<file path="src/verilog/mipsPkg.sv">
`default_nettype none

package mipsPkg;

    // Machine word and register index widths
    localparam int dataWidth = 32;
    localparam int regAddrWidth = 5;

    typedef logic [dataWidth-1:0] wordT;
    typedef logic [regAddrWidth-1:0] regAddrT;

    // Six-bit opcodes in instruction bits 31:26
    // Values outside this list decode as a no-operation
    typedef enum logic [5:0] {
        ADD   = 6'd0,
        ADDI  = 6'd1,
        SUB   = 6'd2,
        SUBI  = 6'd3,
        AND   = 6'd8,
        OR    = 6'd9,
        BEQZ  = 6'd11,
        BNEQZ = 6'd12,
        LW    = 6'd13,
        SW    = 6'd14,
        SLT   = 6'd15,
        SLTI  = 6'd16,
        HLT   = 6'd63
    } opcodeT;

    // Instruction classes steer the later stages
    typedef enum logic [2:0] {
        RR_ALU = 3'b000,
        RI_ALU = 3'b010,
        LOAD   = 3'b011,
        STORE  = 3'b100,
        BRANCH = 3'b101,
        NOP    = 3'b110,
        HALT   = 3'b111
    } instrClassT;

    // IF/ID register contents
    typedef struct packed {
        wordT instr;
        wordT npc;
    } ifIdT;

    // ID/EX register contents
    typedef struct packed {
        instrClassT cls;
        opcodeT opcode;
        regAddrT rs;
        regAddrT rt;
        regAddrT dest;
        logic regWrite;
        logic memWrite;
        wordT opA;
        wordT opB;
        wordT imm;
        wordT npc;
    } idExT;

    // EX/MEM register contents
    typedef struct packed {
        instrClassT cls;
        regAddrT dest;
        logic regWrite;
        logic memWrite;
        wordT result;
        wordT storeData;
    } exMemT;

    // Register file write, also the MEM/WB forwarding source
    typedef struct packed {
        logic we;
        regAddrT dest;
        wordT data;
    } wbWriteT;

    // Opcode 62 is unassigned, so this word decodes as a no-operation
    localparam wordT bubbleInstr = 32'hF800_0000;

    localparam ifIdT ifIdBubble = '{instr: bubbleInstr, npc: '0};

    localparam idExT idExBubble = '{
        cls: NOP, opcode: ADD, rs: '0, rt: '0, dest: '0, regWrite: 1'b0,
        memWrite: 1'b0, opA: '0, opB: '0, imm: '0, npc: '0
    };

    localparam exMemT exMemBubble = '{
        cls: NOP, dest: '0, regWrite: 1'b0, memWrite: 1'b0, result: '0, storeData: '0
    };

endpackage

`default_nettype wire

</file>
<file path="src/verilog/executeStage.sv">
`timescale 1ns/1ps
`default_nettype none

module executeStage (
    input  logic                 clock,
    input  logic                 rst,
    input  logic                 halted,
    input  mipsPkg::idExT        idEx,
    input  mipsPkg::wbWriteT     wbWrite,
    output logic                 redirect,
    output mipsPkg::wordT        redirectTarget,
    output mipsPkg::exMemT       exMem
);

    mipsPkg::wordT fwdA;
    mipsPkg::wordT fwdB;
    mipsPkg::wordT aluResult;

    // EX/MEM wins over MEM/WB, which wins over the value read in decode
    // A load in EX/MEM has no data yet and the decode stall keeps its users back
    function automatic mipsPkg::wordT forwardOperand(
        input mipsPkg::regAddrT src,
        input mipsPkg::wordT regValue
    );
        if (exMem.regWrite && exMem.cls != mipsPkg::LOAD && exMem.dest == src) begin
            return exMem.result;
        end
        if (wbWrite.we && wbWrite.dest == src) begin
            return wbWrite.data;
        end
        return regValue;
    endfunction

    always_comb begin
        fwdA = forwardOperand(idEx.rs, idEx.opA);
        fwdB = forwardOperand(idEx.rt, idEx.opB);
    end

    always_comb begin
        case (idEx.opcode)
            mipsPkg::ADD:   aluResult = fwdA + fwdB;
            mipsPkg::SUB:   aluResult = fwdA - fwdB;
            mipsPkg::AND:   aluResult = fwdA & fwdB;
            mipsPkg::OR:    aluResult = fwdA | fwdB;
            mipsPkg::SLT:   aluResult = mipsPkg::wordT'($signed(fwdA) < $signed(fwdB));
            mipsPkg::ADDI:  aluResult = fwdA + idEx.imm;
            mipsPkg::SUBI:  aluResult = fwdA - idEx.imm;
            mipsPkg::SLTI:  aluResult = mipsPkg::wordT'($signed(fwdA) < $signed(idEx.imm));
            // Effective address for both loads and stores
            mipsPkg::LW, mipsPkg::SW: aluResult = fwdA + idEx.imm;
            // npc already holds branch address + 1
            mipsPkg::BEQZ, mipsPkg::BNEQZ: aluResult = idEx.npc + idEx.imm;
            default:        aluResult = '0;
        endcase
    end

    // Branches test the forwarded rs against zero
    assign redirect = idEx.cls == mipsPkg::BRANCH &&
                      ((idEx.opcode == mipsPkg::BEQZ) == (fwdA == '0));
    // For a branch the ALU result is the target address
    assign redirectTarget = aluResult;

    always_ff @(posedge clock) begin
        if (rst) begin
            exMem <= mipsPkg::exMemBubble;
        end else if (!halted) begin
            // A taken branch has done its work and continues as a bubble
            if (redirect) begin
                exMem <= mipsPkg::exMemBubble;
            end else begin
                exMem <= '{
                    cls: idEx.cls, dest: idEx.dest, regWrite: idEx.regWrite,
                    memWrite: idEx.memWrite, result: aluResult, storeData: fwdB
                };
            end
        end
    end

    // The class set in decode must agree with the opcode that reaches the ALU
    rrOpcodeMatches: assert property (@(posedge clock) disable iff (rst)
        idEx.cls == mipsPkg::RR_ALU |-> idEx.opcode inside
            {mipsPkg::ADD, mipsPkg::SUB, mipsPkg::AND, mipsPkg::OR, mipsPkg::SLT});
    riOpcodeMatches: assert property (@(posedge clock) disable iff (rst)
        idEx.cls == mipsPkg::RI_ALU |-> idEx.opcode inside
            {mipsPkg::ADDI, mipsPkg::SUBI, mipsPkg::SLTI});

endmodule

`default_nettype wire

</file>
<file path="config.mk">
export PLATFORM = sky130hd
export DESIGN_NAME = executeStage
export DESIGN_NICKNAME = d
export VERILOG_FILES = /design/src/verilog/mipsPkg.sv /design/src/verilog/executeStage.sv
export SDC_FILE = /design/constraint.sdc
export NUM_CORES = 1
export LEC_CHECK = 0
export CORE_MARGIN = 5
export CORE_UTILIZATION = 45
export DETAILED_ROUTE_END_ITERATION = 12
export DONT_BUFFER_PORTS = 1
export GPL_ROUTABILITY_DRIVEN = 0
export RECOVER_POWER = 25
export SLEW_MARGIN = 20
export SYNTH_ARGS = -nofsm -noshare
export SYNTH_HDL_FRONTEND = slang
export SYNTH_SLANG_ARGS = --single-unit
</file>
<file path="constraint.sdc">
create_clock -name clock -period 6.8 [get_ports clock]
set_input_delay 0.68 -clock clock [delete_from_list [all_inputs] [get_ports clock]]
set_output_delay 0.68 -clock clock [all_outputs]
set_load 0.05 [all_outputs]
</file>
Word-level counts from Yosys, hierarchy flattened
Index checks and enable logic that the tools add are counted.

word-level totals
  bits in registers = 74
  input port bits = 195
  output and inout bits = 107

cells by class
  $add $sub $neg = 5
  magnitude comparators = 2
  equal/unequal tests = 18
  mux-type cells = 16
  bitwise gates (word level) = 2
  reductions and logical operators = 10

operators with widths
  kind                                                    count
  case mux 32 bit (9 select lines)                        1
  two-way mux 32 bit                                      8
  adder 32 bit                                            3
  two-way mux 74 bit                                      1
  < comparator 32 bit                                     2
  subtractor 32 bit                                       2
  == test 6 x 4 -> 1 bit (second input constant)          7
  bitwise AND 32 bit                                      1
  zero test 32 bit                                        1
  bitwise OR 32 bit                                       1
  == test 5 bit                                           4
  == test 6 x 2 -> 1 bit (second input constant)          2
  == test 6 x 1 -> 1 bit (second input constant)          1
  == test 6 x 5 -> 1 bit (second input constant)          1
  logical AND 1 bit                                       6
  zero test 6 bit                                         1
  two-way mux 1 bit                                       6
  == test 3 bit (second input constant)                   1
  inequality test 3 x 2 -> 1 bit (second input constant)  1
  OR reduction 3 bit                                      1
  OR reduction 2 bit                                      1
  == test 1 bit                                           1

Logic depth before layout (Yosys ltp)
Gate-level depths: netlist of run 1.

  word-level depth = 11
  depth in mapped cells = 22
  depth with buffers taken out = 20

Least setup slack after synthesis of run 1
OpenSTA, ideal clock, no wires.

  path type = input to output
  start = input wbWrite[35] (netlist bit)
  end = output redirectTarget[8]
  data arrival time = 5,029 ps
  required time = 6,120 ps
  setup slack = 1,091 ps
  stages on the path = 16
  path buffers = 2
  cell sequence = xor2_1 > nor4_2 > and3_1 > clkbuf_1 > buf_2 > mux2i_1 > o21ai_0 > ha_1 > fa_1 > a211oi_1 > o21ai_0 > a21o_1 > a21o_1 > a21oi_1 > a221oi_1 > o21ai_0

on the way
  longest elaborated chain between the ends = 8

RTL lines
  element                               line                                    RTL
  from (decl)                           executeStage.sv:9                       input mipsPkg::wbWriteT wbWrite,
  == test 5 bit                         executeStage.sv:28                      if (wbWrite.we && wbWrite.dest == src) begin
  logical AND 1 bit                     executeStage.sv:28
  two-way mux 1 bit (2 in a row)        executeStage.sv:28
  two-way mux 32 bit                    executeStage.sv:31                      return regValue;
  two-way mux 32 bit                    executeStage.sv:28
  adder 32 bit (tied with other cells)  executeStage.sv:46, executeStage.sv:50
  case mux 32 bit (9 select lines) *    executeStage.sv:40                      case (idEx.opcode)
  to (decl)                             executeStage.sv:11                      output mipsPkg::wordT redirectTarget,

Mark *: on every way between the ends. The rest lies on a longest branch, timed or not. The select of a mux whose other input is x is not followed.

Final worst setup path of run 1
  start = register exMem[67] (netlist bit)
  end = output redirectTarget[30]

on the way
  longest elaborated chain between the ends = 6

RTL lines
  element                               line                                    RTL
  from (decl)                           executeStage.sv:12                      output mipsPkg::exMemT exMem
  from (signal assigned)                executeStage.sv:65                      exMem <= mipsPkg::exMemBubble;
  from (signal assigned)                executeStage.sv:69                      exMem <= mipsPkg::exMemBubble;
  from (signal assigned)                executeStage.sv:71                      exMem <= '{
  == test 5 bit                         executeStage.sv:25                      if (exMem.regWrite && exMem.cls != mipsPkg::LOAD && exMem.dest == src) begin
  logical AND 1 bit                     executeStage.sv:25
  two-way mux 1 bit                     executeStage.sv:25
  two-way mux 32 bit                    executeStage.sv:28
  adder 32 bit (tied with other cells)  executeStage.sv:46, executeStage.sv:50
  case mux 32 bit (9 select lines) *    executeStage.sv:40

Mark *: on every way between the ends. The rest lies on a longest branch, timed or not.

==> results of run 1 <==
==> final cells by class <==
type	instances	area, sq um
timing repair buffer	81	652
sequential	74	1480
antenna	2	5.00
clock inverter	6	91.3
tap	390	488
multi-input combinational	1646	11100
fill	3068	15100
clock buffer	10	229
inverter	146	553
==> cell families (layout without fill, tap and decap cells) <==
logic type	Yosys count	in the layout	synth area share [%]
compound gates	666	666	32.1
xor+xnor	90	90	5.81
fa+ha+maj	168	168	15.7
buf+inv	266	243	7.64
flops	74	74	10.9
mux	53	53	3.94
other cells	0	2	0
simple gates	669	669	23.9
==> placed cells by master (no fill, tap or decap), drive strengths merged, types with 45 or more instances in the layout <==
cell   netlist  layout
nor3        54      54
buf         21      76
xnor2       64      64
nor2       151     151
nand2      217     217
a31oi       45      45
ha         165     165
mux2i       50      50
o21ai      168     168
dfxtp       74      74
inv        145     145
a21o        47      47
a21oi      181     181
nand3       51      51
==> report_power, final <==
group / internal (uW) / total [uW] / switching [uW]
combinational: 462 / 1310 / 848
sequential: 457 / 547 / 90.1
clock: 322 / 531 / 209
total: 1240 / 2390 / 1150
==> per-layer routing <==
| metal | wire length (um) | track usage, % |
|---|---|---|
| met5 | 20 | 0 |
| met4 | 4590 | 20.9 |
| met3 | 5970 | 6.73 |
| met2 | 26500 | 53.6 |
| met1 | 23000 | 42.4 |
==> worst max-delay path by stage <==
stage / to / from / cells past startpoint / slack, ps
6_report: redirectTarget[30] / exMem[67] / 22 / 290
3_3_place_gp: redirectTarget[30] / idEx[142] / 21 / 450
4_1_cts: redirectTarget[28] / exMem[72] / 19 / 110
2_1_floorplan: redirectTarget[8] / wbWrite[35] / 16 / 1090
5_1_grt: redirectTarget[30] / wbWrite[35] / 19 / 40
3_5_place_dp: redirectTarget[30] / idEx[143] / 22 / 400
==> worst reg2reg max path: cells and delay by family (launching register included) <==
family,cells,cell delay [ps]
compound gates,11,3570
fa+ha+maj,2,650
buf+inv,3,470
flops,1,300
simple gates,4,710
==> metrics by stage <==
step | hold slack (ps) | total power (uW) | setup slack, ps | cells
after floorplan | 686 | 1490 | 1090 | 1986
after global placement | 643 | 1810 | 449 | 2337
after detailed placement | 647 | 1820 | 399 | 2337
after CTS | 374 | 2370 | 112 | 2353
after global routing | 374 | 2500 | 41.6 | 2353
final | 384 | 2390 | 292 | 2355
==> summary.md, run 1 <==
| Metric | Value |
|---|---|
| Top FF cell, synth | `dfxtp_1` |
| Biggest register | `exMem` |
| LEAKAGE | `0.00603 uW` |
| Clock Skew | `between 8 and 9 ps` |
| Clk buf depth | `2` |
| Initial antenna violation count | `1` |
| RSZ-0062 raised after global routing | `no` |
| CTS tree | `built` |
| Relative slew slack | `about 27%` |
| PwrDens | `between 150 and 200 nW/um^2` |
| Avg WL per Cell | `25.5 um` |
| Rows | `between 60 and 70` |
| Worst hold path depth | `1` |
| Area Growth Syn to Fin | `7.84%` |
| Critical path required time | `6120 ps` |
| Critical Path Source Type | `flip-flop` |
| Reg2reg end | `exMem[32]` |
| Max-cap violations | `0` |
| Worst IR drop on VDD | `approximately 0.00014 V` |
| Initial DRC Count | `~1700` |
| Via count | `15479` |
| DR pass1 iterations | `6` |
| Max FFs per register | `74` |
| Seq/Total Area, Yosys | `a little over a tenth` |
| Critical path's largest stage delay | `roughly 560 ps` |
| Cell Area, Synth | `between 10000 and 15000 sq um` |
| Most numerous cell in the Yosys netlist | `nand2_1` |
| Launching point of the worst reg2reg path | `exMem[73]` |
| Synthesized area per cell | `6.83 sq um` |
| Fin crit share | `about 96%` |
| Critical Path AT | `5830 ps` |
| Hold Vio Cnt, Final | `0` |
| Final setup viols | `0` |
| Core area | `29700 sq um` |
| Worst hold path type | `input port to flip-flop` |
| Post-synth top area share | `15.2%` |
| Worst path bufs/invs | `5` |
| Slowest cell on the critical path | `a2111oi_1` |
| Vias in the first global route | `about 15000` |
| Clk_lat worst skew | `360 ps` |
| Die Y | `around 180 um` |
| Sum of negative setup slack | `0 ps` |
| Fin util | `between 40% and 50%` |
| Post-cts hold buffer count | `0` |
| DRC Markers | `0` |
| Die extent in x | `about 180 um` |
| CP Max Fanout | `42` |
| Critical path class | `flip-flop to output pin` |
| Post-route design area | `about 15000 sq um` |
| # port buffers | `0` |
| Post-synth EDFFs | `0` |
| Unique masters post-synth | `92` |
| Delay-heaviest family, CP | `compound AO/OA/AOI/OAI gates` |
| Worst setup EP type | `output pin` |
| Resized cells post-CTS | `0` |
| Hpwl dp | `~48 mm` |
| Final net count | `roughly 2300` |
| Hold EP | `exMem[71]` |
| R2r worst-path depth | `20` |
| Most frequent cells after synthesis | `217 x nand2_1, 178 x a21oi_1, 165 x ha_1, 162 x o21ai_0, 150 x nor2_1` |
| Grt total ovfl | `0` |
| Starting Density | `45.6%` |
| Synth top area cells | `ha_1 15%, dfxtp_1 11%, a21oi_1 6.6%` |
| Via/cell ratio | `6.57` |
| CTS Buf Count | `9` |
| Root buffer cell | `clkbuf_16` |
| DRT Wirelength | `60.1 mm` |
| FF-to-FF setup slack | `between 1000 and 1500 ps` |
| Die Area | `about 34000 sq um` |
| Tightest Pin Transition | `1080 ps` |
| Count of state elements after synthesis | `74` |
| Dpl cell area | `approximately 14000 sq um` |
| Clock Sinks | `between 70 and 80` |
| First-pass GRT wire length | `~90 mm` |
| Post-Syn Nets | `2349` |
| Pins Over Slew Limit | `0` |
| Synth Warn # | `0` |
| Status | `finished clean` |
| Fraction of registers with async set/reset | `0%` |
| Clk slew on worst S/H paths | `around 60 ps` |
| Maximum clock rate | `0.154 GHz` |
| Largest net degree at the start of global routing | `130` |
| All-Layer GR Usage | `between 30% and 40%` |
| I/O pin cnt | `about 300` |
| H-tree levels | `3` |
| Post-CTS setup buffer count | `0` |
| Biggest regs | `exMem: 74 flops` |
| Synth area leader | `ha_1` |
| Post-DRT Antenna Nets | `0` |
| Fin crit period | `6510 ps` |
| Critical path, cell by cell | `buf_4 > xnor2_1 > nand4_2 > or2_1 > buf_12 > a31o_2 > o21ai_0 > ha_1 > inv_1 > fa_1 > and2b_1 > o21bai_1 > a2111oi_1 > a211oi_2 > o21a_1 > o31ai_1 > a21boi_0 > xor2_1 > o211ai_1 > nor3_1 > inv_1 > buf_4` |
| Syn Inst Count | `1986` |
| Layout cells sized above 1 | `approximately 7.7%` |
| Hold Startpoint | `rst` |
Note: power is estimated with default switching activity, not from simulation.
==> run 2: changes to the inputs <==
--- a/config.mk
+++ b/config.mk
@@ -8,4 +8,5 @@
 export CORE_MARGIN = 5
 export CORE_UTILIZATION = 45
+export CTS_CLUSTER_SIZE = 10
 export DETAILED_ROUTE_END_ITERATION = 12
 export DONT_BUFFER_PORTS = 1
==> constraint.sdc (replaced) <==
create_clock -name clock -period 7.9 [get_ports clock]
set_input_delay 0.395 -clock clock [delete_from_list [all_inputs] [get_ports clock]]
set_output_delay 0.395 -clock clock [all_outputs]
set_load 0.05 [all_outputs]
==> run 2 against run 1 <==
Against the previous run:
- non-clock buffer count fell by 44
- via count fell by 1.4%
- sequential cell count did not move
- register-to-register slack better by 20 ps
==> summary.md, run 2 (synthesized netlist as in run 1, its figures left out) <==
| Metric | Value |
|---|---|
| Routed met2 length | `26.1 mm (was 26.5 mm)` |
| Post-route design area | `14200 sq um (was 14600 sq um)` |
| Hold EP | `exMem[71] (unchanged)` |
| RSZ-0062 raised after global routing | `no (unchanged)` |
| Biggest register | `exMem (unchanged)` |
| Critical path required time | `7510 ps (was 6120 ps)` |
| Initial antenna violation count | `0 (was 1)` |
| Max FFs per register | `74 (unchanged)` |
| Layout cells sized above 1 | `5.94% (was 7.74%)` |
| Clock Sinks | `74 (unchanged)` |
| # port buffers | `0 (unchanged)` |
| Met1 Wirelength | `22.6 mm (was 23.0 mm)` |
| # diodes | `0 (was 2)` |
| DR top layer | `met4 (was met5)` |
| Dpl cell area | `13900 sq um (was 14300 sq um)` |
| Commonest non-fill, non-tap cell in the layout | `nand2_1 (unchanged)` |
| Pins Over Slew Limit | `0 (unchanged)` |
| Relative slew slack | `19.8% (was 27.3%)` |
| All-Layer GR Usage | `33.0% (was 33.9%)` |
| Vias in the first global route | `14230 (was 14710)` |
| DRC Markers | `0 (unchanged)` |
| H-tree levels | `3 (unchanged)` |
| Clk slew on worst S/H paths | `70 ps (was 60 ps)` |
| Commonest cells after routing, fill and taps aside | `217 x nand2_1, 178 x a21oi_1, 165 x ha_1 (unchanged)` |
| Worst hold path type | `input port to flip-flop (unchanged)` |
| Initial DRC Count | `1831 (was 1742)` |
| LEAKAGE | `0.00579 uW (was 0.00603 uW)` |
| Worst IR drop on VDD | `0.000110 V (was 0.000141 V)` |
| First-pass GRT wire length | `87.2 mm (was 89.5 mm)` |
| Via/cell ratio | `6.61 (was 6.57)` |
| Critical path class | `flip-flop to output pin (unchanged)` |
| Die Area | `33700 sq um (unchanged)` |
| Placement Setup Slack | `859 ps (was 399 ps)` |
| Final worst setup slack | `453 ps (was 292 ps)` |
| Critical Path Source Type | `flip-flop (unchanged)` |
| Root buffer cell | `clkbuf_16 (unchanged)` |
| Critical Path AT | `7050 ps (was 5830 ps)` |
| Post-DRT Antenna Nets | `0 (unchanged)` |
| Reg2reg end | `exMem[60] (was exMem[32])` |
| Met3 routed WL | `6.21 mm (was 5.97 mm)` |
| Fin crit share | `about 94%` |
| Biggest regs | `exMem: 74 flops (unchanged)` |
| Via count | `15258 (was 15479)` |
| Die extent in x | `184 um (unchanged)` |
| Hold Vio Cnt, Final | `0 (unchanged)` |
| Rows | `63 (unchanged)` |
| Final setup viols | `0 (unchanged)` |
| FF-to-FF setup slack | `1030 ps (was 1010 ps)` |
| Tightest Pin Transition | `1200 ps (was 1080 ps)` |
| Hold Startpoint | `rst (unchanged)` |
| Final net count | `2277 (was 2321)` |
| Fin Hold WS | `102 ps (was 384 ps)` |
| CTS tree | `built (unchanged)` |
| R2r worst-path depth | `19 (was 20)` |
| DR pass1 iterations | `12 (was 6)` |
| CP Max Fanout | `27 (was 42)` |
| Area Growth Syn to Fin | `4.62% (was 7.84%)` |
| Clk_lat worst skew | `360 ps (about the same)` |
| Status | `finished clean (unchanged)` |
| Core area | `29700 sq um (unchanged)` |
| Worst setup EP type | `output pin (unchanged)` |
| Hpwl dp | `46.8 mm (was 48.1 mm)` |
| Grt total ovfl | `0 (unchanged)` |
| Fillers | `3093 (was 3068)` |
| Starting Density | `45.6% (unchanged)` |
| Worst hold path depth | `1 (unchanged)` |
| Largest net degree at the start of global routing | `130 (unchanged)` |
| Clock Skew | `13.2 ps (was 8.75 ps)` |
| Launching point of the worst reg2reg path | `exMem[68] (was exMem[73])` |
| Avg WL per Cell | `25.5 um (about the same)` |
| I/O pin cnt | `302 (unchanged)` |
| Die Y | `184 um (unchanged)` |
| Storage cell area | `1480 sq um (about the same)` |
| Total power | `1980 uW (was 2390 uW)` |
| Clk buf depth | `2 (unchanged)` |
| Max-cap violations | `0 (unchanged)` |
| DRT Wirelength | `58.9 mm (was 60.1 mm)` |
| PwrDens | `140 nW/um^2 (was 163 nW/um^2)` |
| CTS Buf Count | `9 (unchanged)` |
| Multi-input gate area | `11100 sq um (about the same)` |
| Sum of negative setup slack | `0 ps (unchanged)` |
| Fin crit period | `7450 ps` |
| Maximum clock rate | `roughly 0.13 GHz` |
## run 2: cell type report
class / instances / share of cell area [%]
repair buffers: 37 / 1.96
multi-input cells: 1646 / 78.3
clock inverters: 7 / 0.406
well taps: 390 / 3.44
inverters: 146 / 3.90
flip-flops and latches: 74 / 10.4
clock buffers: 9 / 1.59
## run 2: metrics by stage
stage | util (%) | cells
finish | 47.8 | 2309
global route | 47.8 | 2309
CTS | 47.8 | 2309
detailed placement | 46.8 | 2293
global placement | 46.8 | 2293
floorplan | - | 1986
## run 2: worst max-delay path by stage
stage / start / end / slack (ps) / cells after the start
2_1_floorplan: exMem[68] / redirectTarget[28] / 2620 / 19
3_3_place_gp: exMem[68] / redirectTarget[30] / 800 / 20
3_5_place_dp: exMem[68] / redirectTarget[30] / 860 / 20
4_1_cts: exMem[68] / redirectTarget[30] / 440 / 20
5_1_grt: exMem[68] / redirectTarget[30] / 150 / 20
6_report: exMem[68] / redirectTarget[30] / 450 / 19
## run 2: report_power, final
part           switching [uW]  internal (uW)
Clock                     201            218
Sequential               90.8            393
Combinational             705            375
Total                     997            986
## run 2: routing by layer
layer	GRT usage, %	up-vias
li1	-	7053
met1	41.2	7090
met2	52.7	930
met3	7.30	185
met4	18.2	0
met5	0	-
## run 2: critical path: stages (launching register included)
cell,delay (ps)
dfxtp_1,720
xnor2_1,200
nand4_2,120
buf_4,260
or2_2,510
buf_4,280
a31oi_1,680
inv_1,180
o21ai_0,210
ha_1,240
nand3_1,180
a2111oi_0,890
a211oi_2,210
o21a_1,290
o31ai_1,400
a21boi_0,260
xor2_1,190
o211ai_1,100
nor3_1,370
inv_1,340
## run 2: timing repair
action                     CTS  global route
resized for setup            0             1
hold buffers                 0             0
setup buffers                0             0
setup endpoints to repair    0             1
